**src/hdl/rr_config.svh**
```systemverilog
`ifndef RR_CONFIG_SVH
`define RR_CONFIG_SVH

// issue width of the pipeline
`define RR_LANES 2

// architectural integer registers, r0 reads as zero
`define RR_NREGS 32

// data path width
`define RR_XLEN 32

// advances after leaving the latch during which
// a load result is still not forwardable
`define RR_LOAD_SHADOW 2

`endif

```
**src/hdl/isa_pkg.sv**
```systemverilog
`include "rr_config.svh"

package isa_pkg;

    localparam int REG_IDX_W = $clog2(`RR_NREGS);

    typedef logic [REG_IDX_W-1:0] reg_idx_t;
    typedef logic [`RR_XLEN-1:0]  word_t;
    typedef logic [11:0]          imm12_t;

    // instruction format, chosen by decode
    typedef enum logic {
        FMT_3R    = 1'b0,
        FMT_2RI12 = 1'b1
    } inst_fmt_e;

    // three register operands
    typedef struct packed {
        logic [16:0] opcode;
        reg_idx_t    rk;
        reg_idx_t    rj;
        reg_idx_t    rd;
    } inst_r3_t;

    // two registers and a 12-bit immediate
    typedef struct packed {
        logic [9:0] opcode;
        imm12_t     imm12;
        reg_idx_t   rj;
        reg_idx_t   rd;
    } inst_ri12_t;

    // same word, two encodings
    typedef union packed {
        inst_r3_t   r3;
        inst_ri12_t ri12;
    } inst_word_u;

    typedef struct packed {
        inst_fmt_e  fmt;
        logic       is_load;
        logic [3:0] alu_op;
    } uop_t;

    function automatic word_t sext12(input imm12_t imm);
        return {{(`RR_XLEN-12){imm[11]}}, imm};
    endfunction

endpackage

```
**src/hdl/pipe_pkg.sv**
```systemverilog
`include "rr_config.svh"

package pipe_pkg;

    import isa_pkg::*;

    localparam int NLANES  = `RR_LANES;
    // one rj and one rk port per lane
    localparam int NRPORTS = 2 * `RR_LANES;
    localparam int NFWD    = 2;
    localparam int NWB     = 2;
    localparam int IDX_W   = $bits(reg_idx_t);
    localparam int XLEN    = $bits(word_t);

    // decode to register read
    typedef struct packed {
        logic       valid;
        word_t      pc;
        inst_word_u inst;
        uop_t       uop;
    } id_lane_t;

    typedef id_lane_t [NLANES-1:0] id_bundle_t;

    // register usage of one lane, after format decode
    typedef struct packed {
        reg_idx_t rj;
        reg_idx_t rk;
        logic     rk_used;
        reg_idx_t rd;
        logic     is_load;
    } src_desc_t;

    // execute stage result
    typedef struct packed {
        logic     valid;
        reg_idx_t rd;
        word_t    data;
    } fwd_bus_t;

    typedef struct packed {
        logic     we;
        reg_idx_t rd;
        word_t    data;
    } wb_port_t;

    // register read to execute
    typedef struct packed {
        logic     valid;
        word_t    pc;
        uop_t     uop;
        reg_idx_t rd;
        word_t    src_a;
        word_t    src_b;
    } ex_slot_t;

    typedef ex_slot_t [NLANES-1:0] ex_bundle_t;

endpackage

```
**src/hdl/lane_operand.sv**
```systemverilog
module lane_operand import isa_pkg::*; import pipe_pkg::*; (
    input  id_lane_t  lane,
    input  src_desc_t src,
    input  imm12_t    imm,
    input  word_t     rj_data,
    input  word_t     rk_data,
    input  fwd_bus_t  fwd [NFWD],
    input  wb_port_t  wb  [NWB],
    output ex_slot_t  slot
);

    word_t opnd_j;
    word_t opnd_k;

    // fwd[1] > fwd[0] > wb[1] > wb[0] > register file
    function automatic word_t resolve(
        input reg_idx_t r,
        input word_t    stored,
        input fwd_bus_t f [NFWD],
        input wb_port_t w [NWB]
    );
        word_t v;
        v = stored;
        // lowest priority first, later matches overwrite
        for (int i = 0; i < NWB; i++) begin
            if (w[i].we && w[i].rd == r) begin
                v = w[i].data;
            end
        end
        for (int i = 0; i < NFWD; i++) begin
            if (f[i].valid && f[i].rd == r) begin
                v = f[i].data;
            end
        end
        if (r == '0) begin
            v = '0;
        end
        return v;
    endfunction

    assign opnd_j = resolve(src.rj, rj_data, fwd, wb);
    assign opnd_k = resolve(src.rk, rk_data, fwd, wb);

    always_comb begin
        slot.valid = lane.valid;
        slot.pc    = lane.pc;
        slot.uop   = lane.uop;
        slot.rd    = src.rd;
        slot.src_a = opnd_j;
        // immediate replaces rk for the 2RI12 format
        slot.src_b = (lane.uop.fmt == FMT_2RI12) ? sext12(imm) : opnd_k;
    end

endmodule

```
**config.mk**
```make
export PLATFORM = sky130hd
export DESIGN_NAME = lane_operand
export DESIGN_NICKNAME = d
export VERILOG_FILES = /design/src/hdl/isa_pkg.sv /design/src/hdl/pipe_pkg.sv /design/src/hdl/lane_operand.sv
export VERILOG_INCLUDE_DIRS = /design/src /design/src/hdl
export SDC_FILE = /design/constraint.sdc
export NUM_CORES = 1
export LEC_CHECK = 0
export ABC_AREA = 1
export BUFFER_PORTS_ARGS = -buffer_cell sky130_fd_sc_hd__buf_2
export CORE_AREA = 2 2 163 165
export DETAILED_ROUTE_END_ITERATION = 7
export DIE_AREA = 0 0 165 167
export SLEW_MARGIN = 20
export SYNTH_ARGS = -nofsm -noshare
export SYNTH_HDL_FRONTEND = slang
export SYNTH_SLANG_ARGS = --single-unit
```
**constraint.sdc**
```tcl
create_clock -name vclk -period 2.2
set_input_delay 0.55 -clock vclk [all_inputs]
set_output_delay 0.55 -clock vclk [all_outputs]
set_load 0.05 [all_outputs]
```
# Yosys cells after proc, flatten, opt, wreduce, memory -nomap -nowiden
# Index checks and enable logic that the tools add are counted.
# totals
register_bits	0
latch_bits	0
ramBits	0
rom_bits	0
input_bits	316
output_inout_bits	108
word_cells	29
memories	0
# classes
n_addsub	0
multipliers	0
n_div	0
magnitude_cmp	0
eq_ne	8
n_shift	0
n_mux	11
bitwise	0
reduce_logical	10
# ops
operator	n
$mux 32	11
$eq 5x5->1	8
$logic_not 5->1	2
$logic_and 1x1->1	8

# Depth between registers and ports, before layout
# depth
ltp_word	8
ltp_mapped	13
mapped_depth_nobuf	12

# Least setup slack after synthesis
# Ideal clock, no wire load.
# synth_timing
path_type	input to output
start	input wb[33] (netlist bit)
end	output slot[53] (netlist bit)
t_arrival_ns	2.184
t_required_ns	1.650
slack_ns	-0.534
stages	9
cell_sequence	inv_1 nand2_1 o21ai_0 nor2_1 nand3_2 buf_2 nand3_1 nand3_1 a21oi_1
# synth_lines
element	line_no	text
from (decl)	lane_operand.sv:8	input wb_port_t wb [NWB],
to (decl)	lane_operand.sv:9	output ex_slot_t slot

==> flow_metrics.env <==
export IMPL_leakagePower_nw=5.67
export IMPL_grt_pass1_wl_mm=49.0
export IMPL_cp_start_kind="input pin"
export IMPL_cp_max_fo=21
export IMPL_ys_types=28
export IMPL_wirelength_mm=35.6
export IMPL_crit_type="in -> out"
export IMPL_final_cell_mix="216 x buf_2, 131 x nand2_1, 102 x inv_1"
export IMPL_whs_ns=1.10
export IMPL_post_route_min_period_ns=2.59
export IMPL_dp_cells=1602
export IMPL_min_path_type="in -> out"
export IMPL_ir_drop_v=0.000140
export IMPL_fin_ws_ns=-0.392
export IMPL_gp_congestion=0.902
export IMPL_power_density_nw_per_um2=245
export IMPL_areaGrowthSynthToFinish_pct=137
export IMPL_run_status="finished with violations"
export IMPL_worstMarginPinSlew_ns=0.339
export IMPL_grt_pass1_vias=8040
export IMPL_rsz0062_at_grt="yes"
export IMPL_final_max_slew_viol_count=0
export IMPL_crit_end="slot[38]"
export IMPL_end_kind="output pin"
export IMPL_setup_viol=64
export IMPL_ys_top_cells_by_area="nand2_1 20%, nand3_1 12%, nor2_1 11%, a21oi_1 9.5%, inv_1 8.7%"
export IMPL_cpLargestDelayFamily="buffers and inverters"
export IMPL_layout_cells_non_filler=1675
export IMPL_synthesis_area_um2=4780
export IMPL_nFillCells=2585
export IMPL_hpwl_mm=23.4
export IMPL_drtIter0Drc=580
export IMPL_nets=1656
export IMPL_cp_common_cell="buf_12"
export IMPL_hold_depth=0
export IMPL_synth_top_area_share=0.202
export IMPL_num_vias=8486
export IMPL_ys_seq_area_frac=0
export IMPL_die_height_um=167
export IMPL_clkbuf_count=0
export IMPL_gr_total_overflow=0
export IMPL_antenna_left=0
export IMPL_ys_warnings_count=0
export IMPL_die_w_um=165
export IMPL_seq_cells=0
export IMPL_drt_vias_per_instance=5.07
export IMPL_layout_commonest_cell="buf_2"
export IMPL_drive_gt1_frac=0.631
export IMPL_cts_hold_fix_buffers=0
export IMPL_cap_violations=0
export IMPL_die_area_um2=27600
export IMPL_drc_errors=0
export IMPL_fmax_ghz=0.386
export IMPL_postLayoutCellArea_um2=11300
export IMPL_path_cells="buf_12 -> inv_6 -> buf_4 -> nand2_1 -> nand4_1 -> nand3b_1 -> inv_2 -> buf_12 -> nor2_1 -> a21oi_4 -> buf_6"
export IMPL_portBuffers=304
export IMPL_core_area_um2=25800
export IMPL_slowest_delay_ns=0.28
export IMPL_cp_data_arrival_time_ns=2.04
export IMPL_postPlaceCellArea_um2=7820
export IMPL_grt_use_total=0.235
export IMPL_crit_path_start="src[13]"
export IMPL_grt_start_max_net_pins=33
export IMPL_max_slew_margin_rel=0.772
export IMPL_regArea_um2=0
export IMPL_syn_num_nets=1322
export IMPL_drt_first_pass_iters=7
export IMPL_ioPinCount=424
export IMPL_final_hold_viol_count=0
export IMPL_critPathRequiredTime_ns=1.65
export IMPL_antenna_found_initial=5
export IMPL_postSynthAreaPerCell_um2=4.75
export IMPL_start_util=0.186
export IMPL_yosys_area_top_type="nand2_1"
export IMPL_critPathSlowestCell="nand3b_1"
export IMPL_finalCritPeriodShare=1.18
export IMPL_rows=59
export IMPL_syn_inst=1006
export IMPL_place_ws_ns=-0.611
export IMPL_crit_buf_inv=6
export IMPL_crit_cells=11
export IMPL_wl_per_cell_um=21.2
export IMPL_failed_checks="setup timing"
[how the worst min path moves through the flow]
| stage | slack [ns] | startpoint | endpoint |
|---|---|---|---|
| floorplan | 1.27 | lane[63] | slot[100] |
| global placement | 1.10 | lane[66] | slot[103] |
| detailed placement | 1.10 | lane[66] | slot[103] |
| CTS | 1.10 | lane[66] | slot[103] |
| global route | 1.10 | lane[67] | slot[104] |
| finish | 1.10 | lane[70] | slot[107] |
[repair_timing]
action / CTS / global route
endpoints found under the setup margin: 64 / 64
buffers inserted: 34 / 9
pin swaps: 101 / 112
gates cloned: 28 / 11
resized for setup: 410 / 234
[area by class of cell]
cell class	count	area [µm²]	share of cell area
Tap cell	335	419	0.0370
Inverter	121	509	0.0450
Multi-Input combinational cell	768	5620	0.497
Antenna cell	2	5.00	0.000442
Timing Repair Buffer	449	4760	0.421
[where the power goes]
group          switching [mW]  leakage, nW  internal (mW)   total (mW)
registers                   0            0              0            0
logic                    1.57         5.67           1.20         2.77
clock network               0    0.0000127    0.000000122  0.000000122
[per-stage QoR]
step                      TNS, ns  power (mW)  utilization
final                      -22.26        2.77        0.439
after global routing       -26.58        2.91        0.439
after CTS                  -25.04        2.59        0.403
after detailed placement   -33.68        1.96        0.304
after global placement     -32.75        1.96        0.304
after floorplan             -3.43        1.44            -
[per-layer routing]
layer,track usage,vias to the layer above,share of wire
met5,0,-,0.0010
met4,0.0431,6,0.020
met3,0.0389,58,0.078
met2,0.395,447,0.49
met1,0.317,4054,0.42
li1,-,3921,-
[kinds of logic after synthesis]
family / count (synthesis) / share of synthesized area
compound gates: 150 / 0.168
simple gates: 613 / 0.589
xor+xnor: 5 / 0.00916
buf+inv: 238 / 0.234
[cells in the mapped netlist]
cell type / count
a21boi_0: 1
a21oi_1: 91
a21oi_2: 10
a31o_2: 1
buf_1: 3
buf_2: 44
buf_4: 46
clkbuf_1: 24
inv_1: 111
inv_2: 10
nand2_1: 258
nand3_1: 112
nand3_2: 22
nand3b_1: 1
nand3b_4: 1
nand4_1: 66
nor2_1: 141
nor2_2: 5
nor2_4: 3
nor3_1: 2
nor3_4: 1
o21ai_0: 37
o21ai_1: 6
o221ai_1: 1
o22ai_1: 3
or2_0: 1
xnor2_1: 2
xor2_1: 3
No activity file was read; power rests on OpenSTA's default activity.
