`config.mk`:
```
export PLATFORM = sky130hd
export DESIGN_NAME = regfile
export DESIGN_NICKNAME = d
export VERILOG_FILES = /design/src/hdl/isa_pkg.sv /design/src/hdl/pipe_pkg.sv /design/src/hdl/regfile.sv
export VERILOG_INCLUDE_DIRS = /design/src /design/src/hdl
export SDC_FILE = /design/constraint.sdc
export NUM_CORES = 2
export LEC_CHECK = 0
export BUFFER_PORTS_ARGS = -buffer_cell sky130_fd_sc_hd__clkbuf_2
export CORE_UTILIZATION = 42
export CTS_CLUSTER_DIAMETER = 60
export DETAILED_ROUTE_END_ITERATION = 10
export PLACE_DENSITY = 0.58
export SYNTH_ARGS = -nofsm -noshare
export SYNTH_HDL_FRONTEND = slang
export SYNTH_SLANG_ARGS = --single-unit
export TNS_END_PERCENT = 50
```
`constraint.sdc`:
```
create_clock -name clk -period 3.35 [get_ports clk]
set_input_delay 0.67 -clock clk [delete_from_list [all_inputs] [get_ports clk]]
set_output_delay 0.67 -clock clk [all_outputs]
set_load 0.02 [all_outputs]
```
`src/hdl/rr_config.svh`:
```
`ifndef RR_CONFIG_SVH
`define RR_CONFIG_SVH

// issue width of the pipeline
`define RR_LANES 2

// architectural integer registers, r0 reads as zero
`define RR_NREGS 32

// data path width
`define RR_XLEN 32

// advances after leaving the latch during which
// a load result is still not forwardable
`define RR_LOAD_SHADOW 2

`endif

```
`src/hdl/isa_pkg.sv`:
```
`include "rr_config.svh"

package isa_pkg;

    localparam int REG_IDX_W = $clog2(`RR_NREGS);

    typedef logic [REG_IDX_W-1:0] reg_idx_t;
    typedef logic [`RR_XLEN-1:0]  word_t;
    typedef logic [11:0]          imm12_t;

    // instruction format, chosen by decode
    typedef enum logic {
        FMT_3R    = 1'b0,
        FMT_2RI12 = 1'b1
    } inst_fmt_e;

    // three register operands
    typedef struct packed {
        logic [16:0] opcode;
        reg_idx_t    rk;
        reg_idx_t    rj;
        reg_idx_t    rd;
    } inst_r3_t;

    // two registers and a 12-bit immediate
    typedef struct packed {
        logic [9:0] opcode;
        imm12_t     imm12;
        reg_idx_t   rj;
        reg_idx_t   rd;
    } inst_ri12_t;

    // same word, two encodings
    typedef union packed {
        inst_r3_t   r3;
        inst_ri12_t ri12;
    } inst_word_u;

    typedef struct packed {
        inst_fmt_e  fmt;
        logic       is_load;
        logic [3:0] alu_op;
    } uop_t;

    function automatic word_t sext12(input imm12_t imm);
        return {{(`RR_XLEN-12){imm[11]}}, imm};
    endfunction

endpackage

```
`src/hdl/pipe_pkg.sv`:
```
`include "rr_config.svh"

package pipe_pkg;

    import isa_pkg::*;

    localparam int NLANES  = `RR_LANES;
    // one rj and one rk port per lane
    localparam int NRPORTS = 2 * `RR_LANES;
    localparam int NFWD    = 2;
    localparam int NWB     = 2;
    localparam int IDX_W   = $bits(reg_idx_t);
    localparam int XLEN    = $bits(word_t);

    // decode to register read
    typedef struct packed {
        logic       valid;
        word_t      pc;
        inst_word_u inst;
        uop_t       uop;
    } id_lane_t;

    typedef id_lane_t [NLANES-1:0] id_bundle_t;

    // register usage of one lane, after format decode
    typedef struct packed {
        reg_idx_t rj;
        reg_idx_t rk;
        logic     rk_used;
        reg_idx_t rd;
        logic     is_load;
    } src_desc_t;

    // execute stage result
    typedef struct packed {
        logic     valid;
        reg_idx_t rd;
        word_t    data;
    } fwd_bus_t;

    typedef struct packed {
        logic     we;
        reg_idx_t rd;
        word_t    data;
    } wb_port_t;

    // register read to execute
    typedef struct packed {
        logic     valid;
        word_t    pc;
        uop_t     uop;
        reg_idx_t rd;
        word_t    src_a;
        word_t    src_b;
    } ex_slot_t;

    typedef ex_slot_t [NLANES-1:0] ex_bundle_t;

endpackage

```
`src/hdl/regfile.sv`:
```
`include "rr_config.svh"

module regfile import pipe_pkg::*; (
    input  logic             clk,
    input  logic             aresetn,
    input  logic [IDX_W-1:0] raddr [NRPORTS],
    output logic [XLEN-1:0]  rdata [NRPORTS],
    input  wb_port_t         wb    [NWB]
);

    // r0 has no storage
    logic [XLEN-1:0] regs [1:`RR_NREGS-1];

    always_ff @(posedge clk or negedge aresetn) begin
        if (!aresetn) begin
            for (int r = 1; r < `RR_NREGS; r++) begin
                regs[r] <= '0;
            end
        end else begin
            // higher port number is written last and wins
            for (int p = 0; p < NWB; p++) begin
                if (wb[p].we && wb[p].rd != '0) begin
                    regs[wb[p].rd] <= wb[p].data;
                end
            end
        end
    end

    // write-through, same priority as the write side
    always_comb begin
        for (int i = 0; i < NRPORTS; i++) begin
            rdata[i] = '0;
            if (raddr[i] != '0) begin
                rdata[i] = regs[raddr[i]];
                for (int p = 0; p < NWB; p++) begin
                    if (wb[p].we && wb[p].rd == raddr[i]) begin
                        rdata[i] = wb[p].data;
                    end
                end
            end
        end
    end

endmodule

```
======== Word-level counts from Yosys, hierarchy flattened ========
Index checks and enable logic that the tools add are counted.
W data, S select, Z words.
cells by class
  order comparisons ....................... 8
  equal/unequal tests ..................... 8
  muxes and demuxes ....................... 32
  bitwise gates (word level) .............. 6
  reductions and logical operators ........ 18
operators by type and width
  kind                  count
  $bwmux W992           2
  $mux W992             2
  $mux W32              22
  $bmux W32 S5          4
  $demux W32 S5         2
  $eq A5 B5 Y1          8
  $ge A6 B6 Y1 const B  6
  $not A5 Y6            6
  $reduce_bool A5 Y1    6
  $logic_and A1 B1 Y1   12
  $lt A6 B1 Y1 const B  2
storage, ports and cells
  bits in registers ....................... 992
  input bits .............................. 98
  output and inout port bits .............. 128
  logic and storage cells ................. 103

======== Longest topological paths before layout ========
  depth in word-level cells ............... 9
  mapped depth ............................ 9

======== Least setup slack after synthesis ========
OpenSTA, ideal clock, no wires.
  kind .................................... input to output
  start point ............................. input port raddr[10] (netlist name)
  end point ............................... output port rdata[86] (netlist name)
  data arrival time ....................... 2.572 ns
  data required time ...................... 2.680 ns
  slack ................................... 0.108 ns
  stages .................................. 8
  buffers on the path ..................... 3
  cells stage by stage .................... buf_4 > buf_6 > xnor2_1 > and2_1 > a21oi_2 > nand2b_1 > buf_2 > o41ai_1
RTL lines
  what             line          text
  start, declared  regfile.sv:6  input logic [IDX_W-1:0] raddr [NRPORTS],
  end, declared    regfile.sv:7  output logic [XLEN-1:0] rdata [NRPORTS],

==> results.toml <==
[timing]
relSlewSlack = -0.0411
clock-skew-final_ns = 0
maxSlewViolCount = 4
fin_crit_sh = 1.26
worstMarginPinSlew_ns = 1.55
setup_violations = 128
rsz0062_at_grt = "true"
fin_ws_ns = -0.880
period_minus_slack_ns = 4.23
fmax_mhz = 236
hold_violations = 0

[setup_path]
critPathCaptureType = "output pin"
cp.arrival_ns = 3.56
rrSetupSlack_ns = 1.98
critPathKind = "reg -> out"
cp_data_required_time_ns = 2.68
crit_cells = 6
path_max_fanout = 5
start_kind = "flip-flop"
reg2reg_from = "regs[629]"
worstPathCellList = "mux4_2, mux2_4, a211oi_4, buf_6, o41ai_4, buf_4"
crit_buf_inv = 2
max_stage_delay_ns = 1.00
cpMaxStageDelayCell = "a211oi_4"
r2r_end = "regs[629]"
crit_family = "compound AO/OA/AOI/OAI gates"
rr_worst_depth = 7

[finish]
finish.instance_area_um2 = 110000
nNetsFinal = 9355
largest_registers = "regs x992"
synthToLayoutAreaGrowth_pct = 33.7
fill_cells = 16300
instances_no_fill = 11900
fin_util = 0.568
regMostFlops = "regs"
largest_reg_flops = 992
drive_gt1_frac = 0.363

[cts]
cts_tree = "done"
cts_sinks = 992
numCtsBuffers = 138
cts-root-buf = "clkbuf_16"
ctsHtreeMaxLevel = 4
cts.reportedPaths.clkPinSlew_ns = 0.06
clkLatencyLatePin_ns = 0.83
cts.path.max_buffers = 3

[run_status]
violations = "capacitance limit, slew limit, setup timing"
status = "finished with violations"

[route]
routed_wl_um = 471000
routed-wl-met3_um = 68900
top_layer = "met5"
ant_nets = 0
first_pass_iters = 9
viasPerCell = 7.33
wl_met2_um = 189000
wl_met1_um = 161000
dr_total_vias = 87400
wl_per_cell_um = 39.6
dr.first_iter.drc_count = 15000
drcViolationCount = 0

[global_routing]
first_global_vias = 82300
grt_overflow = 0
grt_pass1_wl_um = 648000
grt_max_degree = 113
track_usage = 0.462
antenna_found_initial = 27

[synth]
syn-num-nets = 8575
synthTopCellsByCount = "mux2i_1, dfrtp_1, nor2_1, a21oi_1, clkbuf_1"
synth_warnings = 0
synthesis.area_um2 = 82100
netlist_top_cells_area = "dfrtp_1, mux2i_1, mux4_2, mux2_2, a21oi_1"
yosysMostFrequentCell = "mux2i_1"
yosysTopAreaCell = "dfrtp_1"
ys.flop_type = "dfrtp_1"
synth_cell_types = 68
synth_edf_count = 0
async_flop_share = 1.00
syn_area_per_cell_um2 = 9.69
ys_seq_elements = 992
synth_top_area_share = 0.302
yosysSeqAreaShare = 0.302
syn_inst = 8477

[min_path]
hp-class = "in -> reg"
holdPathStages = 3
hold_path_end = "regs[174]"
hold_start = "wb[14]"

[die]
coreArea_um2 = 193000
std_cell_rows = 161
initial_core_util = 0.425
io-pin-count = 226
die_y_um = 444
fp.dieW_um = 444
die_area_um2 = 197000

[power_and_ir_drop]
p_leak_nw = 46.2
power_density_nw_per_um2 = 534
finalPower_mw = 58.6
vdd_drop_max_v = 0.000662

[placed_design]
dp.cells = 11300
numPortBuffers = 225
dp_hpwl_um = 299000
place.gp.congestion = 1.03
dpl-instance-area_um2 = 94000

[job]
cap_violations = 1
-- metal layers --
layer | track usage | vias to the layer above
li1 | - | 34100
met1 | 0.553 | 42500
met2 | 0.635 | 8308
met3 | 0.180 | 2472
met4 | 0.417 | 8
met5 | 0.00488 | -
-- worst max-delay path by stage --
stage	from	to	slack [ns]
finish	regs[558]	rdata[14]	-0.88
global route	regs[622]	rdata[14]	-0.83
CTS	regs[624]	rdata[16]	-0.36
detailed placement	raddr[0]	rdata[11]	-0.95
global placement	raddr[0]	rdata[14]	-0.95
floorplan	raddr[10]	rdata[86]	0.11
-- worst reg2reg max path, delay by kind of cell, from the launching register on --
family	cells	cell delay (ns)
buffers and inverters	5	0.59
DFF	1	0.42
AOI/OAI and AO/OA	1	0.09
muxes	1	0.14
-- where the power goes --
part | switching (mW) | internal, mW
Combinational | 11.3 | 11.6
Sequential | 4.73 | 15.2
Clock | 6.60 | 9.24
Total | 22.6 | 36.0
-- cells by family after synthesis --
group | synth area share
XOR/XNOR | 0.00427
AO/OA/AOI/OAI | 0.175
buffers and inverters | 0.0626
AND/OR/NAND/NOR | 0.0923
flip-flops | 0.302
multiplexers | 0.364
-- placed cells by master, fill, tap and decap left out, drive strengths merged, types with 9 or more instances in the layout --
cell type  synthesis  layout
o211ai            19      19
nor2             688     688
clkbuf           630     331
nor4              11      11
a21oi            634     634
o31ai             32      32
mux2i           1628    1628
inv                2      15
mux2             327     327
a32oi            304     304
xnor2             20      20
clkinv             1      28
diode              0      21
xor2              20      20
mux4             439     439
o22ai            447     447
nor2b            131     131
nor3             317     317
o21ai            394     394
nand2            481     481
o41ai             97      97
a221oi           113     113
a22oi             36      36
dfrtp            992     992
clkinvlp           0      15
nand3             10      10
buf              477    1585
or2                9       9
a211oi           116     116
bufinv             0      11
o31a              15      15
nand2b            26      28
bufbuf             0      15
-- cell type report --
cell class / count / area (um2) / share of cell area
well taps: 2526 / 3160 / 0.0288
flip-flops and latches: 992 / 24900 / 0.227
inverters: 3 / 15.0 / 0.000137
diodes: 21 / 52.6 / 0.000479
clock buffers: 187 / 3980 / 0.0362
multi-input cells: 6377 / 57800 / 0.526
repair buffers: 1745 / 19200 / 0.175
clock inverters: 66 / 747 / 0.00680
-- through the flow --
step                      setup WS (ns)  hold slack [ns]  setup TNS [ns]
after global routing             -0.825            0.228          -23.19
final                            -0.880            0.223          -24.22
after CTS                        -0.362            0.168          -18.48
after floorplan                   0.108            0.374               0
after detailed placement         -0.947            0.610          -56.47
after global placement           -0.954            0.593          -55.85
-- what timing repair did --
| action | in CTS | in global routing |
|---|---|---|
| buffers inserted | 280 | 116 |
| setup endpoints to repair | 128 | 128 |
| hold buffers | 1 | 0 |
| pin swaps | 170 | 166 |
| resized for setup | 917 | 529 |
| cloned | 37 | 5 |
| hold endpoints to repair | 29 | 0 |
Power figures use the tool's default switching activity.
