$ cat src/hdl/rr_config.svh
`ifndef RR_CONFIG_SVH
`define RR_CONFIG_SVH

// issue width of the pipeline
`define RR_LANES 2

// architectural integer registers, r0 reads as zero
`define RR_NREGS 32

// data path width
`define RR_XLEN 32

// advances after leaving the latch during which
// a load result is still not forwardable
`define RR_LOAD_SHADOW 2

`endif

$ cat src/hdl/isa_pkg.sv
`include "rr_config.svh"

package isa_pkg;

    localparam int REG_IDX_W = $clog2(`RR_NREGS);

    typedef logic [REG_IDX_W-1:0] reg_idx_t;
    typedef logic [`RR_XLEN-1:0]  word_t;
    typedef logic [11:0]          imm12_t;

    // instruction format, chosen by decode
    typedef enum logic {
        FMT_3R    = 1'b0,
        FMT_2RI12 = 1'b1
    } inst_fmt_e;

    // three register operands
    typedef struct packed {
        logic [16:0] opcode;
        reg_idx_t    rk;
        reg_idx_t    rj;
        reg_idx_t    rd;
    } inst_r3_t;

    // two registers and a 12-bit immediate
    typedef struct packed {
        logic [9:0] opcode;
        imm12_t     imm12;
        reg_idx_t   rj;
        reg_idx_t   rd;
    } inst_ri12_t;

    // same word, two encodings
    typedef union packed {
        inst_r3_t   r3;
        inst_ri12_t ri12;
    } inst_word_u;

    typedef struct packed {
        inst_fmt_e  fmt;
        logic       is_load;
        logic [3:0] alu_op;
    } uop_t;

    function automatic word_t sext12(input imm12_t imm);
        return {{(`RR_XLEN-12){imm[11]}}, imm};
    endfunction

endpackage

$ cat src/hdl/pipe_pkg.sv
`include "rr_config.svh"

package pipe_pkg;

    import isa_pkg::*;

    localparam int NLANES  = `RR_LANES;
    // one rj and one rk port per lane
    localparam int NRPORTS = 2 * `RR_LANES;
    localparam int NFWD    = 2;
    localparam int NWB     = 2;
    localparam int IDX_W   = $bits(reg_idx_t);
    localparam int XLEN    = $bits(word_t);

    // decode to register read
    typedef struct packed {
        logic       valid;
        word_t      pc;
        inst_word_u inst;
        uop_t       uop;
    } id_lane_t;

    typedef id_lane_t [NLANES-1:0] id_bundle_t;

    // register usage of one lane, after format decode
    typedef struct packed {
        reg_idx_t rj;
        reg_idx_t rk;
        logic     rk_used;
        reg_idx_t rd;
        logic     is_load;
    } src_desc_t;

    // execute stage result
    typedef struct packed {
        logic     valid;
        reg_idx_t rd;
        word_t    data;
    } fwd_bus_t;

    typedef struct packed {
        logic     we;
        reg_idx_t rd;
        word_t    data;
    } wb_port_t;

    // register read to execute
    typedef struct packed {
        logic     valid;
        word_t    pc;
        uop_t     uop;
        reg_idx_t rd;
        word_t    src_a;
        word_t    src_b;
    } ex_slot_t;

    typedef ex_slot_t [NLANES-1:0] ex_bundle_t;

endpackage

$ cat src/hdl/ex_latch.sv
`include "rr_config.svh"

module ex_latch import pipe_pkg::*; (
    input  logic       clk,
    input  logic       aresetn,
    input  logic       flush,
    input  logic       id_readygo,
    input  logic       ex_allowin,
    input  src_desc_t  src     [NLANES],
    input  ex_slot_t   slot_in [NLANES],
    output logic       reg_allowin,
    output logic       ex_valid,
    output ex_bundle_t ex_bundle
);

    localparam int SHADOW = `RR_LOAD_SHADOW;

    // load destination per lane in the latch, zero for non-loads
    logic [NLANES-1:0][IDX_W-1:0]             ld_rd;
    // index 0 holds the most recent departure
    logic [SHADOW-1:0][NLANES-1:0][IDX_W-1:0] shadow;
    logic [`RR_NREGS-1:0]                     busy;
    logic                                     src_hit;
    logic                                     load_stall;
    logic                                     transfer;
    logic                                     advance;

    assign advance  = ex_valid && ex_allowin;
    assign transfer = id_readygo && reg_allowin;

    // registers whose load result is not yet available
    always_comb begin
        busy = '0;
        for (int l = 0; l < NLANES; l++) begin
            if (ex_valid) begin
                busy[ld_rd[l]] = 1'b1;
            end
            for (int s = 0; s < SHADOW; s++) begin
                busy[shadow[s][l]] = 1'b1;
            end
        end
        busy[0] = 1'b0;
    end

    always_comb begin
        src_hit = 1'b0;
        for (int i = 0; i < NLANES; i++) begin
            if (slot_in[i].valid) begin
                if (busy[src[i].rj]) begin
                    src_hit = 1'b1;
                end
                if (src[i].rk_used && busy[src[i].rk]) begin
                    src_hit = 1'b1;
                end
            end
        end
    end

    assign load_stall  = id_readygo && src_hit;
    assign reg_allowin = (!ex_valid || ex_allowin) && !load_stall && !flush;

    always_ff @(posedge clk or negedge aresetn) begin
        if (!aresetn) begin
            ex_valid <= 1'b0;
            ld_rd    <= '0;
        end else if (flush) begin
            ex_valid <= 1'b0;
        end else if (transfer) begin
            ex_valid <= 1'b1;
            for (int l = 0; l < NLANES; l++) begin
                ld_rd[l] <= (slot_in[l].valid && src[l].is_load) ? src[l].rd : '0;
            end
        end else if (advance) begin
            ex_valid <= 1'b0;
        end
    end

    // payload, held under back-pressure
    always_ff @(posedge clk) begin
        if (transfer) begin
            for (int l = 0; l < NLANES; l++) begin
                ex_bundle[l] <= slot_in[l];
            end
        end
    end

    // flush does not touch the history
    always_ff @(posedge clk or negedge aresetn) begin
        if (!aresetn) begin
            shadow <= '0;
        end else if (advance) begin
            shadow[0] <= ld_rd;
            for (int s = 1; s < SHADOW; s++) begin
                shadow[s] <= shadow[s-1];
            end
        end
    end

endmodule

$ cat config.mk
export PLATFORM = sky130hd
export DESIGN_NAME = ex_latch
export DESIGN_NICKNAME = d
export VERILOG_FILES = /design/src/hdl/isa_pkg.sv /design/src/hdl/pipe_pkg.sv /design/src/hdl/ex_latch.sv
export VERILOG_INCLUDE_DIRS = /design/src /design/src/hdl
export SDC_FILE = /design/constraint.sdc
export NUM_CORES = 1
export LEC_CHECK = 0
export BUFFER_PORTS_ARGS = -buffer_cell sky130_fd_sc_hd__buf_2
export CORE_AREA = 2 2 181 183
export CTS_BUF_LIST = sky130_fd_sc_hd__clkbuf_8
export DETAILED_ROUTE_END_ITERATION = 10
export DIE_AREA = 0 0 183 185
export HOLD_SLACK_MARGIN = 0.15
export RECOVER_POWER = 25
export SLEW_MARGIN = 10
export SYNTH_ARGS = -nofsm -noshare
export SYNTH_HDL_FRONTEND = slang
export SYNTH_SLANG_ARGS = --single-unit
$ cat constraint.sdc
create_clock -name clk -period 13.7 [get_ports clk]
set_clock_uncertainty 0.1 [all_clocks]
set_input_delay 2.055 -clock clk [delete_from_list [all_inputs] [get_ports clk]]
set_output_delay 2.055 -clock clk [all_outputs]
set_load 0.01 [all_outputs]
; Word level (Yosys, flattened, before mapping)
; Index checks and enable logic that the tools add are counted.
[totals]
input_bits = 255
elab_cells = 99
ff_bits = 247
out_inout_bits = 218
[classes]
n_reduce_logical = 21
muxes = 33
magnitude_cmp = 16
n_bitwise = 6
[op_table]
columns = operator, n
row1 = OR 32 bit, 5
row2 = 2-to-1 mux 32 bit, 2
row3 = less-than comparator 5 x 6 -> 1 bit (second input constant), 10
row4 = demux 1 bit (select 5 bit), 6
row5 = greater-or-equal comparator 5 x 1 -> 1 bit (second input constant), 6
row6 = binary-select mux 1 bit (select 5 bit), 4
row7 = 2-to-1 mux 1 bit, 19
row8 = logical AND 1 bit, 15
row9 = 2-to-1 mux 5 bit, 2
row10 = zero test 1 bit, 3
row11 = nonzero test 3 bit, 1
row12 = AND reduction 2 bit, 1
row13 = logical OR 1 bit, 1
row14 = NOT 1 bit, 1

; Logic depth before layout (Yosys ltp)
[logic_depth]
word_depth = 26
depth_mapped = 12
ltp_nobuf = 9

; Worst setup path after synthesis
; Ideal clock, no wire load.
[synth_timing]
path_type = input to register
startpoint = input port src[8] (netlist bit)
endpoint = register ex_bundle[0] (netlist bit) (enable)
required_ns = 13.032
n_path_buf = 2
stages = 9
setup_ns = 0.568
slack_ns = 4.502
t_arrival_ns = 8.529
cell_sequence = dlygate4sd3_1 > nor4_1 > a2111oi_0 > o41ai_1 > o221ai_2 > a2111oi_2 > nand4_2 > buf_6 > inv_1
[synth_via]
elab_chain_cells = 10
[synth_lines]
columns = item, line_no
row1 = "start, declared", ex_latch.sv:9  ; input src_desc_t src [NLANES],
row2 = binary-select mux 1 bit (select 5 bit), ex_latch.sv:52  ; if (src[i].rk_used && busy[src[i].rk]) begin
row3 = 2-to-1 mux 1 bit (not written as such), ex_latch.sv:52
row4 = logical AND 1 bit, ex_latch.sv:52
row5 = 2-to-1 mux 1 bit, ex_latch.sv:52
row6 = 2-to-1 mux 1 bit, ex_latch.sv:48  ; if (slot_in[i].valid) begin
row7 = logical AND 1 bit, ex_latch.sv:59  ; assign load_stall = id_readygo && src_hit;
row8 = zero test 1 bit, ex_latch.sv:60  ; assign reg_allowin = (!ex_valid || ex_allowin) && !load_stall && !flush;
row9 = logical AND 1 bit (2 in a row), ex_latch.sv:60
row10 = logical AND 1 bit, ex_latch.sv:29  ; assign transfer = id_readygo && reg_allowin;
row11 = named net transfer, ex_latch.sv:25  ; logic transfer;
row12 = "end signal, assigned by index", ex_latch.sv:82  ; ex_bundle[l] <= slot_in[l];
row13 = "end, declared", ex_latch.sv:13  ; output ex_bundle_t ex_bundle
; The timed path passes the listed nets, and every way through them passes these cells. The select of a mux whose other input is x is not followed.
; A chain may end at the register's enable or synchronous reset.

; Final worst setup path
[layout_timing]
startpoint = input port src[9] (netlist bit)
endpoint = output port reg_allowin
[layout_via]
elab_chain_cells = 9
[layout_lines]
columns = item, line_no
row1 = binary-select mux 1 bit (select 5 bit), ex_latch.sv:52
row2 = 2-to-1 mux 1 bit (not written as such), ex_latch.sv:52
row3 = logical AND 1 bit, ex_latch.sv:52
row4 = 2-to-1 mux 1 bit, ex_latch.sv:52
row5 = 2-to-1 mux 1 bit, ex_latch.sv:48
row6 = logical AND 1 bit, ex_latch.sv:59
row7 = zero test 1 bit, ex_latch.sv:60
row8 = logical AND 1 bit (2 in a row), ex_latch.sv:60
row9 = "end, declared", ex_latch.sv:11  ; output logic reg_allowin,
; Every way passes these cells. The select of a mux whose other input is x is not followed.

==> results.json <==
{
  "hp-start": "shadow[11]",
  "vdd_ir_drop_max_uv": 99.1,
  "min_period_ps": 6730,
  "grt-ovfl-total": 0,
  "yosys_warnings": 0,
  "htree_num_levels": 2,
  "synth_cells": 704,
  "clk_pin_slew_ps": 60,
  "end_kind": "output pin",
  "grt_use_met1_pct": 34.7,
  "synthTopCellsByArea": "edfxtp_1, dfrtp_1, o22ai_1, mux2_2, mux4_2",
  "die_area_mm2": 0.0339,
  "synth_cell_type_count": 79,
  "synth_edf_count": 216,
  "static-leakage-power_nw": 5.71,
  "critical_path_required_ps": 11550,
  "hold_violations": 0,
  "synth_async_sr_flop_share_pct": 12.6,
  "r2r_slack_ps": 7280,
  "drive_above_1_share_pct": 48.5,
  "worst_slew_pin_slew_ps": 1080,
  "via_per_inst": 5.58,
  "reg2reg_from": "ex_valid",
  "cts_hold_buf": 0,
  "grt_start_max_net_pins": 135,
  "io_buffers": 472,
  "arrival_ps": 4570,
  "r2r-end": "ex_bundle[23]",
  "num-fill-cells": 3072,
  "rows": 66,
  "yosys.cell_count.top_type": "edfxtp_1",
  "worstHoldPathCells": 1,
  "antenna_left": 0,
  "yosysTopAreaCell": "edfxtp_1",
  "clockBufferDepth": 3,
  "post-route-period-util_pct": 49.1,
  "busiest_layer": "met2",
  "setup_viol": 0,
  "cp-start-kind": "primary input",
  "core_area_mm2": 0.0320,
  "synth.yosys.seq_area_share_pct": 67.6,
  "drc_errors": 0,
  "cts_num_sinks": 247,
  "worstPathMaxFanout": 9,
  "synthTopCellsByCount": "edfxtp_1, o22ai_1, dfrtp_1",
  "first_pass_iters": 6,
  "hold-path-endpoint": "shadow[11]",
  "first_global_vias": 8797,
  "grt_pass1_wl_mm": 65.8,
  "synthFlopType": "edfxtp_1",
  "grtUsageMet3_pct": 11.6,
  "synth_top_area_share_pct": 60.4,
  "final-max-slew-violation-count": 0,
  "reg2reg_depth": 10,
  "final_area_mm2": 0.0141,
  "ios": 473,
  "grt_util_met2_pct": 44.9,
  "ctsResizeCount": 0,
  "ys_seq_elements": 247,
  "power-per-cell-area_mw_per_mm2": 150,
  "fin_cells": 1628,
  "synthesis.area_mm2": 0.0107,
  "final_nets": 1435,
  "placed_area_mm2": 0.0133,
  "numCtsBuffers": 43,
  "cts_tree": "done",
  "start_util_pct": 33.5,
  "clk_latency_ps": 540,
  "placed_cells": 1543,
  "total_power_mw": 2.12,
  "die_y_um": 185,
  "status": "finished, final reports clean",
  "wirelength_mm": 48.6,
  "worst-setup-path-type": "primary input to output pin",
  "grt_use_total_pct": 27.9,
  "cap_violations": 0,
  "place_congestion": 0.981,
  "dr_total_vias": 9089,
  "slew-limit-headroom_pct": 28.0,
  "hp-class": "register to register",
  "syn_to_final_growth_pct": 31.6,
  "fmax_mhz": 149,
  "postCtsSetupRepairBufs": 0,
  "synth_fp_nets": 959,
  "root_buffer": "clkbuf_8",
  "tns_ps": 0,
  "routedWlPerCell_um": 29.8,
  "grt_antenna_before_repair": 22,
  "first_iter_violations": 861,
  "hpwlAfterDp_mm": 38.6,
  "rsz0062_at_grt": "no",
  "syn-mean-instance-area_um2": 15.3,
  "die_w_um": 183
}
[state kept, by name, indices dropped and copies added (netlist names)]
register and flops:
ex_bundle 216, ex_valid 1, ld_rd 10, shadow 20
[per-layer routing]
metal  part of all wire (%)  up-vias
met5                   0.28        -
met4                    2.8       20
met3                     13      112
met2                     45      625
met1                     39     4463
li1                       -     3869
[layout make-up]
| class | count | area, um2 | area share [%] |
|---|---|---|---|
| antenna | 7 | 17.5 | 0.124 |
| inverter | 13 | 56.3 | 0.398 |
| sequential | 247 | 7260 | 51.4 |
| clock buffer | 45 | 619 | 4.38 |
| timing repair buffer | 475 | 2350 | 16.7 |
| tap | 408 | 510 | 3.61 |
| multi-input combinational | 400 | 3110 | 22.0 |
| clock inverter | 33 | 210 | 1.49 |
[cell families (layout without fill, tap and decap cells)]
kind of cell	after synthesis	after routing	share of synthesized area, %
flip-flops	247	247	67.6
AND/OR/NAND/NOR	190	190	11.5
AO/OA/AOI/OAI	154	154	10.3
buffers and inverters	57	566	3.48
multiplexers	56	56	7.10
other	0	7	0
[layout by cell type, fill, tap and decap left out, drive strengths merged, types with 11 or more instances in the layout]
cell / Yosys / layout
clkinv: 3 / 20
nand2: 21 / 21
nor3: 20 / 20
nand2b: 15 / 15
mux2: 35 / 35
inv: 10 / 23
buf: 24 / 451
nand3b: 13 / 13
and3: 13 / 13
nor2: 11 / 11
dfrtp: 31 / 31
clkbuf: 19 / 69
o22a: 12 / 12
nor4: 14 / 14
edfxtp: 216 / 216
or3: 16 / 16
or3b: 12 / 12
nand3: 13 / 13
o22ai: 82 / 82
mux2i: 11 / 11
[worst max path at each step]
| stage | from | endpoint | slack, ps | depth (start not counted) |
|---|---|---|---|---|
| after detailed placement | src[9] | ex_bundle[33] | 6530 | 9 |
| after global placement | src[9] | ex_bundle[32] | 6620 | 9 |
| after CTS | src[9] | reg_allowin | 6950 | 9 |
| final | src[9] | reg_allowin | 6970 | 9 |
| after global routing | src[9] | reg_allowin | 6830 | 9 |
| after floorplan | src[8] | ex_bundle[0] | 4500 | 9 |
[stage by stage]
stage / setup WS, ps / utilization, % / hold WS [ps]
after floorplan: 4500 / - / 431
after global placement: 6620 / 41.6 / 442
after detailed placement: 6530 / 41.6 / 462
after CTS: 6950 / 44.2 / 476
after global routing: 6830 / 44.1 / 502
final: 6970 / 44.1 / 482
[where the power goes]
part	switching [mW]	internal, mW	leakage, nW
registers	0.0716	0.898	2.41
logic	0.320	0.183	2.83
clock network	0.302	0.347	0.471
total	0.693	1.43	5.71
[critical path: stages]
cell and delay (ps):
buf_2 150, clkinv_1 260, mux4_2 520, a211oi_2 260, o221ai_2 180, a2111oi_2 510
nand3_1 210, a211oi_1 250, buf_2 170
Note: power is estimated with default switching activity, not from simulation.
