===== src/hdl/rr_config.svh =====
`ifndef RR_CONFIG_SVH
`define RR_CONFIG_SVH

// issue width of the pipeline
`define RR_LANES 2

// architectural integer registers, r0 reads as zero
`define RR_NREGS 32

// data path width
`define RR_XLEN 32

// advances after leaving the latch during which
// a load result is still not forwardable
`define RR_LOAD_SHADOW 2

`endif


===== src/hdl/isa_pkg.sv =====
`include "rr_config.svh"

package isa_pkg;

    localparam int REG_IDX_W = $clog2(`RR_NREGS);

    typedef logic [REG_IDX_W-1:0] reg_idx_t;
    typedef logic [`RR_XLEN-1:0]  word_t;
    typedef logic [11:0]          imm12_t;

    // instruction format, chosen by decode
    typedef enum logic {
        FMT_3R    = 1'b0,
        FMT_2RI12 = 1'b1
    } inst_fmt_e;

    // three register operands
    typedef struct packed {
        logic [16:0] opcode;
        reg_idx_t    rk;
        reg_idx_t    rj;
        reg_idx_t    rd;
    } inst_r3_t;

    // two registers and a 12-bit immediate
    typedef struct packed {
        logic [9:0] opcode;
        imm12_t     imm12;
        reg_idx_t   rj;
        reg_idx_t   rd;
    } inst_ri12_t;

    // same word, two encodings
    typedef union packed {
        inst_r3_t   r3;
        inst_ri12_t ri12;
    } inst_word_u;

    typedef struct packed {
        inst_fmt_e  fmt;
        logic       is_load;
        logic [3:0] alu_op;
    } uop_t;

    function automatic word_t sext12(input imm12_t imm);
        return {{(`RR_XLEN-12){imm[11]}}, imm};
    endfunction

endpackage


===== src/hdl/pipe_pkg.sv =====
`include "rr_config.svh"

package pipe_pkg;

    import isa_pkg::*;

    localparam int NLANES  = `RR_LANES;
    // one rj and one rk port per lane
    localparam int NRPORTS = 2 * `RR_LANES;
    localparam int NFWD    = 2;
    localparam int NWB     = 2;
    localparam int IDX_W   = $bits(reg_idx_t);
    localparam int XLEN    = $bits(word_t);

    // decode to register read
    typedef struct packed {
        logic       valid;
        word_t      pc;
        inst_word_u inst;
        uop_t       uop;
    } id_lane_t;

    typedef id_lane_t [NLANES-1:0] id_bundle_t;

    // register usage of one lane, after format decode
    typedef struct packed {
        reg_idx_t rj;
        reg_idx_t rk;
        logic     rk_used;
        reg_idx_t rd;
        logic     is_load;
    } src_desc_t;

    // execute stage result
    typedef struct packed {
        logic     valid;
        reg_idx_t rd;
        word_t    data;
    } fwd_bus_t;

    typedef struct packed {
        logic     we;
        reg_idx_t rd;
        word_t    data;
    } wb_port_t;

    // register read to execute
    typedef struct packed {
        logic     valid;
        word_t    pc;
        uop_t     uop;
        reg_idx_t rd;
        word_t    src_a;
        word_t    src_b;
    } ex_slot_t;

    typedef ex_slot_t [NLANES-1:0] ex_bundle_t;

endpackage


===== src/hdl/bundle_unpack.sv =====
module bundle_unpack import isa_pkg::*; import pipe_pkg::*; (
    input  id_bundle_t id_bundle,
    output reg_idx_t   raddr [NRPORTS],
    output src_desc_t  src   [NLANES],
    output imm12_t     imm   [NLANES]
);

    always_comb begin
        for (int i = 0; i < NLANES; i++) begin
            src[i].is_load = id_bundle[i].uop.is_load;
            // rj and rd sit at the same bits in both formats
            src[i].rj      = id_bundle[i].inst.r3.rj;
            src[i].rd      = id_bundle[i].inst.r3.rd;
            if (id_bundle[i].uop.fmt == FMT_3R) begin
                src[i].rk      = id_bundle[i].inst.r3.rk;
                src[i].rk_used = 1'b1;
                imm[i]         = '0;
            end else begin
                // rk field overlaps the immediate here
                src[i].rk      = '0;
                src[i].rk_used = 1'b0;
                imm[i]         = id_bundle[i].inst.ri12.imm12;
            end
            // even ports carry rj, odd ports rk
            raddr[2*i]   = src[i].rj;
            raddr[2*i+1] = src[i].rk;
        end
    end

endmodule


===== config.mk =====
export PLATFORM = sky130hd
export DESIGN_NAME = bundle_unpack
export DESIGN_NICKNAME = d
export VERILOG_FILES = /design/src/hdl/isa_pkg.sv /design/src/hdl/pipe_pkg.sv /design/src/hdl/bundle_unpack.sv
export VERILOG_INCLUDE_DIRS = /design/src /design/src/hdl
export SDC_FILE = /design/constraint.sdc
export NUM_CORES = 1
export LEC_CHECK = 0
export ABC_AREA = 1
export ABC_CLOCK_PERIOD_IN_PS = 1000
export BUFFER_PORTS_ARGS = -buffer_cell sky130_fd_sc_hd__buf_2
export CAP_MARGIN = 5
export CORE_AREA = 2 2 86 88
export DETAILED_ROUTE_END_ITERATION = 16
export DIE_AREA = 0 0 88 90
export SETUP_SLACK_MARGIN = 0.4
export SLEW_MARGIN = 15
export SYNTH_ARGS = -nofsm -noshare
export SYNTH_HDL_FRONTEND = slang
export SYNTH_SLANG_ARGS = --single-unit

===== constraint.sdc =====
create_clock -name vclk -period 1
set_clock_uncertainty 0.05 [all_clocks]
set_input_delay 0.05 -clock vclk [all_inputs]
set_output_delay 0.05 -clock vclk [all_outputs]
set_load 0.01 [all_outputs]

# == Word level (Yosys, flattened, before mapping) ==
# Index checks and enable logic that the tools add are counted.
# totals
register_bits,0
in_bits,142
word_cells,4
# op_classes
muxes,4
# ops
operator,n
2-to-1 mux 12 bit,2
2-to-1 mux 6 bit,2

# == Longest topological paths before layout ==
# Gate-level depths: netlist of run 1.
# logic_depth
depth_word,1
mapped_depth,4

# == Least setup slack after synthesis of run 1 ==
# Ideal clock, no wire load.
# synth_timing
kind,input-to-output
from,input id_bundle[5] (netlist bit)
to,output src[24] (netlist bit)
t_arrival_ns,0.663
required_ns,0.900
path_slack_ns,0.237
stages,4
n_path_buf,3
path_cell_list,buf_6 -> buf_8 -> nor2_1 -> buf_4
# synth_rtl
item,line_no,source
from (decl),bundle_unpack.sv:2,"input id_bundle_t id_bundle,"
to (decl),bundle_unpack.sv:4,"output src_desc_t src [NLANES],"

==> summary.md, run 1 <==
| Metric | Value |
|---|---|
| Grt ovf | 0 |
| LEAKAGE | 0.701 nW |
| Worst slew pin tran | 0.117 ns |
| Status | completed |
| Cell taking the most area after synthesis | buf_4 |
| Largest net degree at the start of global routing | 19 |
| Total track usage | 3.84% |
| Vias in the first global route | 606 |
| Min-delay worst type | input pin to primary output |
| Final Net Count | 290 |
| Syn Inst Count | 116 |
| Area grow syn2layout | 49.2% |
| Mapped cell area | 631 µm² |
| Routed len/inst | 7.38 µm |
| Syn nets | 258 |
| Slowest CP cell | buf_4 |
| FMAX | 1.68 GHz |
| Crit path capture | src[28] |
| GP Congestion | 0.655 |
| P per Cell Area | 390 nW/µm² |
| Setup violators final | 0 |
| Initial drt markers | 15 |
| IO Port Bufs | 72 |
| Fin. max-slew vios | 0 |
| Final Hold Fails | 0 |
| Slew headroom | 92.2% |
| Worst Path Required | 0.90 ns |
| Synth Warn # | 0 |
| Antenna violations before repair | 0 |
| Detailed Route WL | 1810 µm |
| DIE WIDTH | 88 µm |
| # clk buffers | 0 |
| Synthesized area per cell | 5.44 µm² |
| DR pass1 iterations | 3 |
| Seq Cell Count | 0 |
| Crit Path Category | input pin to primary output |
| TNS Setup | 0 ns |
| Dpl ws | 0.141 ns |
| FF+latch area | 0 µm² |
| Top post-synthesis cells by area | buf_4 50%, inv_1 21%, nand2_1 14% |
| RSZ-0062 raised after global routing | true |
| Initial Utilization | 8.98% |
| Die Span Y | 90 µm |
| Top-area cell type share of the netlist area | 50.0% |
| Routed Antenna Nets | 0 |
| CP cell instances | buf_16, buf_4, nor2_4, buf_2 |
| Cell count after placement | 242 |
| Rows | 31 |
| Crit end category | primary output |
| First-pass GRT wire length | 2620 µm |
| CP arrival | 0.50 ns |
| Share of cells above drive strength 1 | 59.6% |
| HPWL Detailed | 1530 µm |
| CP startpoint kind | input pin |
| Post-route insts no fill | 245 |
| I/O pins | 220 |
| Peak supply drop | 0.0000507 V |
| Hold Slack | 0.0500 ns |
| Min Tclk post-route | 0.596 ns |
| Fin util | 13.4% |
| Crit path from | id_bundle[5] |
| Diode count | 0 |
| Via density per instance | 2.68 |
| Die area | 7920 µm² |
| CTS Hold Bufs | 0 |
| Final worst path period share | 59.6% |
| Core ar. | 7020 µm² |
| Max_cap viols | 0 |
| Remaining routing DRC violations | 0 |
| Yosys cell types | 6 |
| Post-synthesis sequential area ratio | 0% |
| DR vias | 656 |
| Worst path max stage delay | 0.13 ns |
| Critical-path maximum fanout | 8 |
| Final setup margin | 0.404 ns |
## worst min-delay path by stage
stage | slack [ns] | start | end | cells after the start
4_1_cts | 0.05 | id_bundle[6] | src[18] | 0
3_5_place_dp | 0.05 | id_bundle[6] | src[18] | 0
5_1_grt | 0.05 | id_bundle[7] | src[19] | 0
2_1_floorplan | 0.14 | id_bundle[90] | imm[3] | 2
3_3_place_gp | 0.05 | id_bundle[6] | src[18] | 0
6_report | 0.05 | id_bundle[75] | src[0] | 0
## layout by cell type, fill, tap and decap left out
cell	instances
buf_6	3
buf_12	2
buf_4	1
buf_16	2
buf_2	68
inv_1	36
nand2_2	1
nand2_1	23
nor2_4	10
## per-stage QoR
step | cell area (µm²) | power (W)
after detailed placement | 830 | 0.000320
final | 941 | 0.000367
after global routing | 941 | 0.000407
after global placement | 830 | 0.000317
after floorplan | 761 | 0.000369
after CTS | 926 | 0.000364
## cell families after synthesis
logic type	share of synthesized area, %
buffers and inverters	79.8
and+or+nand+nor	20.2
## final cells by class
| type | instances | area [µm²] |
|---|---|---|
| repair buffers | 76 | 477 |
| well taps | 99 | 124 |
| inverters | 36 | 135 |
| fillers | 815 | 6080 |
| multi-input cells | 34 | 205 |
## worst max-delay path: cells and delay by family
kind / cells / cell delay [ns]
buf+inv: 3 / 0.38
simple gates: 1 / 0.07
## synth_stat cells
master,number
inv_1,36
buf_6,2
buf_8,2
nor2_1,10
buf_4,42
nand2_1,24
## timing repair
| action | CTS | global route |
|---|---|---|
| setup endpoints to repair | 46 | 19 |
| gates cloned | 1 | 0 |
| gates resized for setup | 11 | 3 |
| buffers inserted | 2 | 0 |
| pin swaps | 2 | 1 |
## layer usage
layer,global-route usage (%),up-vias,wire length [µm]
met5,0,-,0
met4,2.05,0,54
met3,0.275,13,199
li1,-,328,-
met2,7.07,39,853
met1,4.24,276,701
## report_power, final
group	total, W	internal (W)	switching (W)
Clock	0	0	0
Sequential	0	0	0
Combinational	0.000367	0.000182	0.000185
No activity file was read; power rests on OpenSTA's default activity.
==> inputs of run 2 (changes only) <==
--- a/config.mk
+++ b/config.mk
@@ -6,13 +6,13 @@
 export SDC_FILE = /design/constraint.sdc
 export NUM_CORES = 1
 export LEC_CHECK = 0
-export ABC_AREA = 1
-export ABC_CLOCK_PERIOD_IN_PS = 1000
+export ABC_AREA = 0
+export ABC_CLOCK_PERIOD_IN_PS = 800
 export BUFFER_PORTS_ARGS = -buffer_cell sky130_fd_sc_hd__buf_2
 export CAP_MARGIN = 5
-export CORE_AREA = 2 2 86 88
+export CORE_AREA = 2 2 85 87
 export DETAILED_ROUTE_END_ITERATION = 16
-export DIE_AREA = 0 0 88 90
+export DIE_AREA = 0 0 87 89
 export SETUP_SLACK_MARGIN = 0.4
 export SLEW_MARGIN = 15
 export SYNTH_ARGS = -nofsm -noshare
==> constraint.sdc (replaced) <==
create_clock -name vclk -period 0.8
set_clock_uncertainty 0.05 [all_clocks]
set_input_delay 0.04 -clock vclk [all_inputs]
set_output_delay 0.04 -clock vclk [all_outputs]
set_load 0.01 [all_outputs]
==> run 2 against run 1 <==
  * Core utilization is 5.7 points higher
  * Via count fell by 9.1%
  * Global-route usage increased by 1.1 points
  * Worst hold slack got worse by 0.020 ns
  * Non-clock buffer count increased by 2
  * Largest cell class unchanged
==> summary.md, run 2 <==
| Metric | Value |
|---|---|
| Die area | 7740 µm² |
| Worst Path Required | 0.71 ns |
| Grt ovf | 0 |
| Final setup margin | 0.188 ns |
| DR vias | 596 |
| Synth top cells by count | 42 x buf_4, 15 x and2_1, 9 x and2_2 |
| Min-Delay Path Depth | 0 |
| Setup violators final | 0 |
| First-pass GRT wire length | 2990 µm |
| Initial Utilization | 8.75% |
| Post-synthesis sequential area ratio | 0% |
| IO Port Bufs | 72 |
| FMAX | 1.63 GHz |
| FF+latch area | 0 µm² |
| RSZ-0062 raised after global routing | true |
| Hold Path Sink | src[1] |
| Worst path max stage delay | 0.13 ns |
| Post-Synth XOR/XNOR Area | 0% |
| Synth Warn # | 0 |
| Status | completed |
| Yosys cell types | 7 |
| Routed len/inst | 11.8 µm |
| Crit Path Category | input pin to primary output |
| Top-area cell type share of the netlist area | 53.6% |
| I/O pins | 220 |
| Vias in the first global route | 574 |
| Min Tclk post-route | 0.612 ns |
| Diode count | 0 |
| Post-CTS setup buffers | 0 |
| Crit end category | primary output |
| Commonest non-fill, non-tap cells in the layout | 52 x buf_6, 24 x and2_4, 17 x buf_2 |
| Multiplexer share of the synthesized area | 0% |
| Slew headroom | 94.9% |
| Synthesized area per cell | 7.35 µm² |
| Via density per instance | 3.07 |
| Final worst path period share | 76.5% |
| DIE WIDTH | 87 µm |
| Synth Area in Adders | 0% |
| Peak supply drop | 0.000131 V |
| Die Span Y | 89 µm |
| Core ar. | 6720 µm² |
| Area grow syn2layout | 118% |
| Final Net Count | 258 |
| # clk buffers | 0 |
| Simple-Gate Fraction of Synth Area | 41.3% |
| Critical-path maximum fanout | 6 |
| Antenna violations before repair | 0 |
| Min-delay worst type | input pin to primary output |
| Post-route insts no fill | 194 |
| Final Hold Fails | 0 |
| Dpl ws | 0.0670 ns |
| P per Cell Area | 540 nW/µm² |
| Combinational family with the most area after synthesis | buffers and inverters |
| CTS Hold Bufs | 0 |
| Hold Crit Start | id_bundle[77] |
| CP startpoint kind | input pin |
| Rows | 30 |
| Detailed Route WL | 2290 µm |
| GP Congestion | 0.714 |
| Commonest non-fill, non-tap cell in the layout | buf_6 |
| Largest net degree at the start of global routing | 7 |
| Routed Antenna Nets | 0 |
| Max_cap viols | 0 |
| Post-synthesis compound-gate area fraction | 0% |
| Remaining routing DRC violations | 0 |
| Fill count | 738 |
| Syn Inst Count | 80 |
| Top post-synthesis cells by area | buf_4 54%, and2_1 16%, and2_2 11% |
| Syn nets | 222 |
| Cell count after placement | 189 |
| Initial drt markers | 1 |
| CP arrival | 0.52 ns |
| Seq Cell Count | 0 |
| TNS Setup | 0 ns |
| LEAKAGE | 0.649 nW |
| Cell taking the most area after synthesis | buf_4 |
| CP cell instances | buf_12, buf_16, and2_4, buf_6 |
| Mapped cell area | 588 µm² |
| DR pass1 iterations | 3 |
| Most common cell in the synthesized netlist | buf_4 |
| Slowest CP cell | and2_4 |
| Fin. max-slew vios | 0 |
| Total track usage | 4.99% |
| Share of cells above drive strength 1 | 100% |
| Worst slew pin tran | 0.0766 ns |
[run 2: changes by cell type in the layout (fill, tap and decap cells not counted), sizes merged]
cell   delta
nand2    -24
and2b    +10
and2     +24
buf       +2
nor2     -10
inv      -34
[run 2: logic make-up after synthesis]
kind of cell / after synthesis
AND/OR/NAND/NOR: 34
buffers and inverters: 46
[run 2: stage by stage]
| step | power [W] | hold slack (ns) | utilization, % | area, µm² |
|---|---|---|---|---|
| 2_1_floorplan | 0.000401 | 0.122 | - | 639 |
| 3_3_place_gp | 0.000373 | 0.0301 | 11.1 | 744 |
| 3_5_place_dp | 0.000377 | 0.0301 | 11.1 | 744 |
| 4_1_cts | 0.000661 | 0.0301 | 18.1 | 1210 |
| 5_1_grt | 0.000733 | 0.0300 | 19.1 | 1280 |
| 6_report | 0.000692 | 0.0300 | 19.1 | 1280 |
[run 2: power breakdown]
part	switching [W]	total (W)	internal [W]
Combinational	0.000219	0.000692	0.000473
Sequential	0	0	0
Clock	0	0	0
[run 2: worst max path at each step]
| stage | start | end | slack (ns) | cells after the start |
|---|---|---|---|---|
| 6_report | id_bundle[5] | imm[12] | 0.19 | 4 |
| 5_1_grt | id_bundle[5] | imm[18] | 0.18 | 4 |
| 4_1_cts | id_bundle[5] | imm[22] | 0.17 | 4 |
| 3_5_place_dp | id_bundle[76] | src[8] | 0.07 | 3 |
| 3_3_place_gp | id_bundle[76] | raddr[3] | 0.08 | 3 |
| 2_1_floorplan | id_bundle[76] | src[10] | 0.32 | 2 |
[run 2: final cells by class]
type	instances	area [µm²]	area share (%)
inverters	2	7.51	0.586
well taps	80	100	7.81
multi-input cells	34	298	23.2
repair buffers	78	876	68.4
[run 2: layer usage]
| metal | GRT usage [%] | part of all wire [%] |
|---|---|---|
| met1 | 4.27 | 30 |
| met2 | 10.3 | 48 |
| met3 | 2.31 | 20 |
| met4 | 1.28 | 1.7 |
| met5 | 0 | 0 |
[run 2: repair_timing]
| action | in CTS | in global routing |
|---|---|---|
| endpoints found under the setup margin | 46 | 46 |
| gates resized for setup | 74 | 14 |
| gates cloned | 5 | 0 |
| pin swaps | 6 | 5 |
[run 2: worst max-delay path, delay by kind of cell]
family	cells	cell delay, ns
buf+inv	3	0.34
simple gates	1	0.13
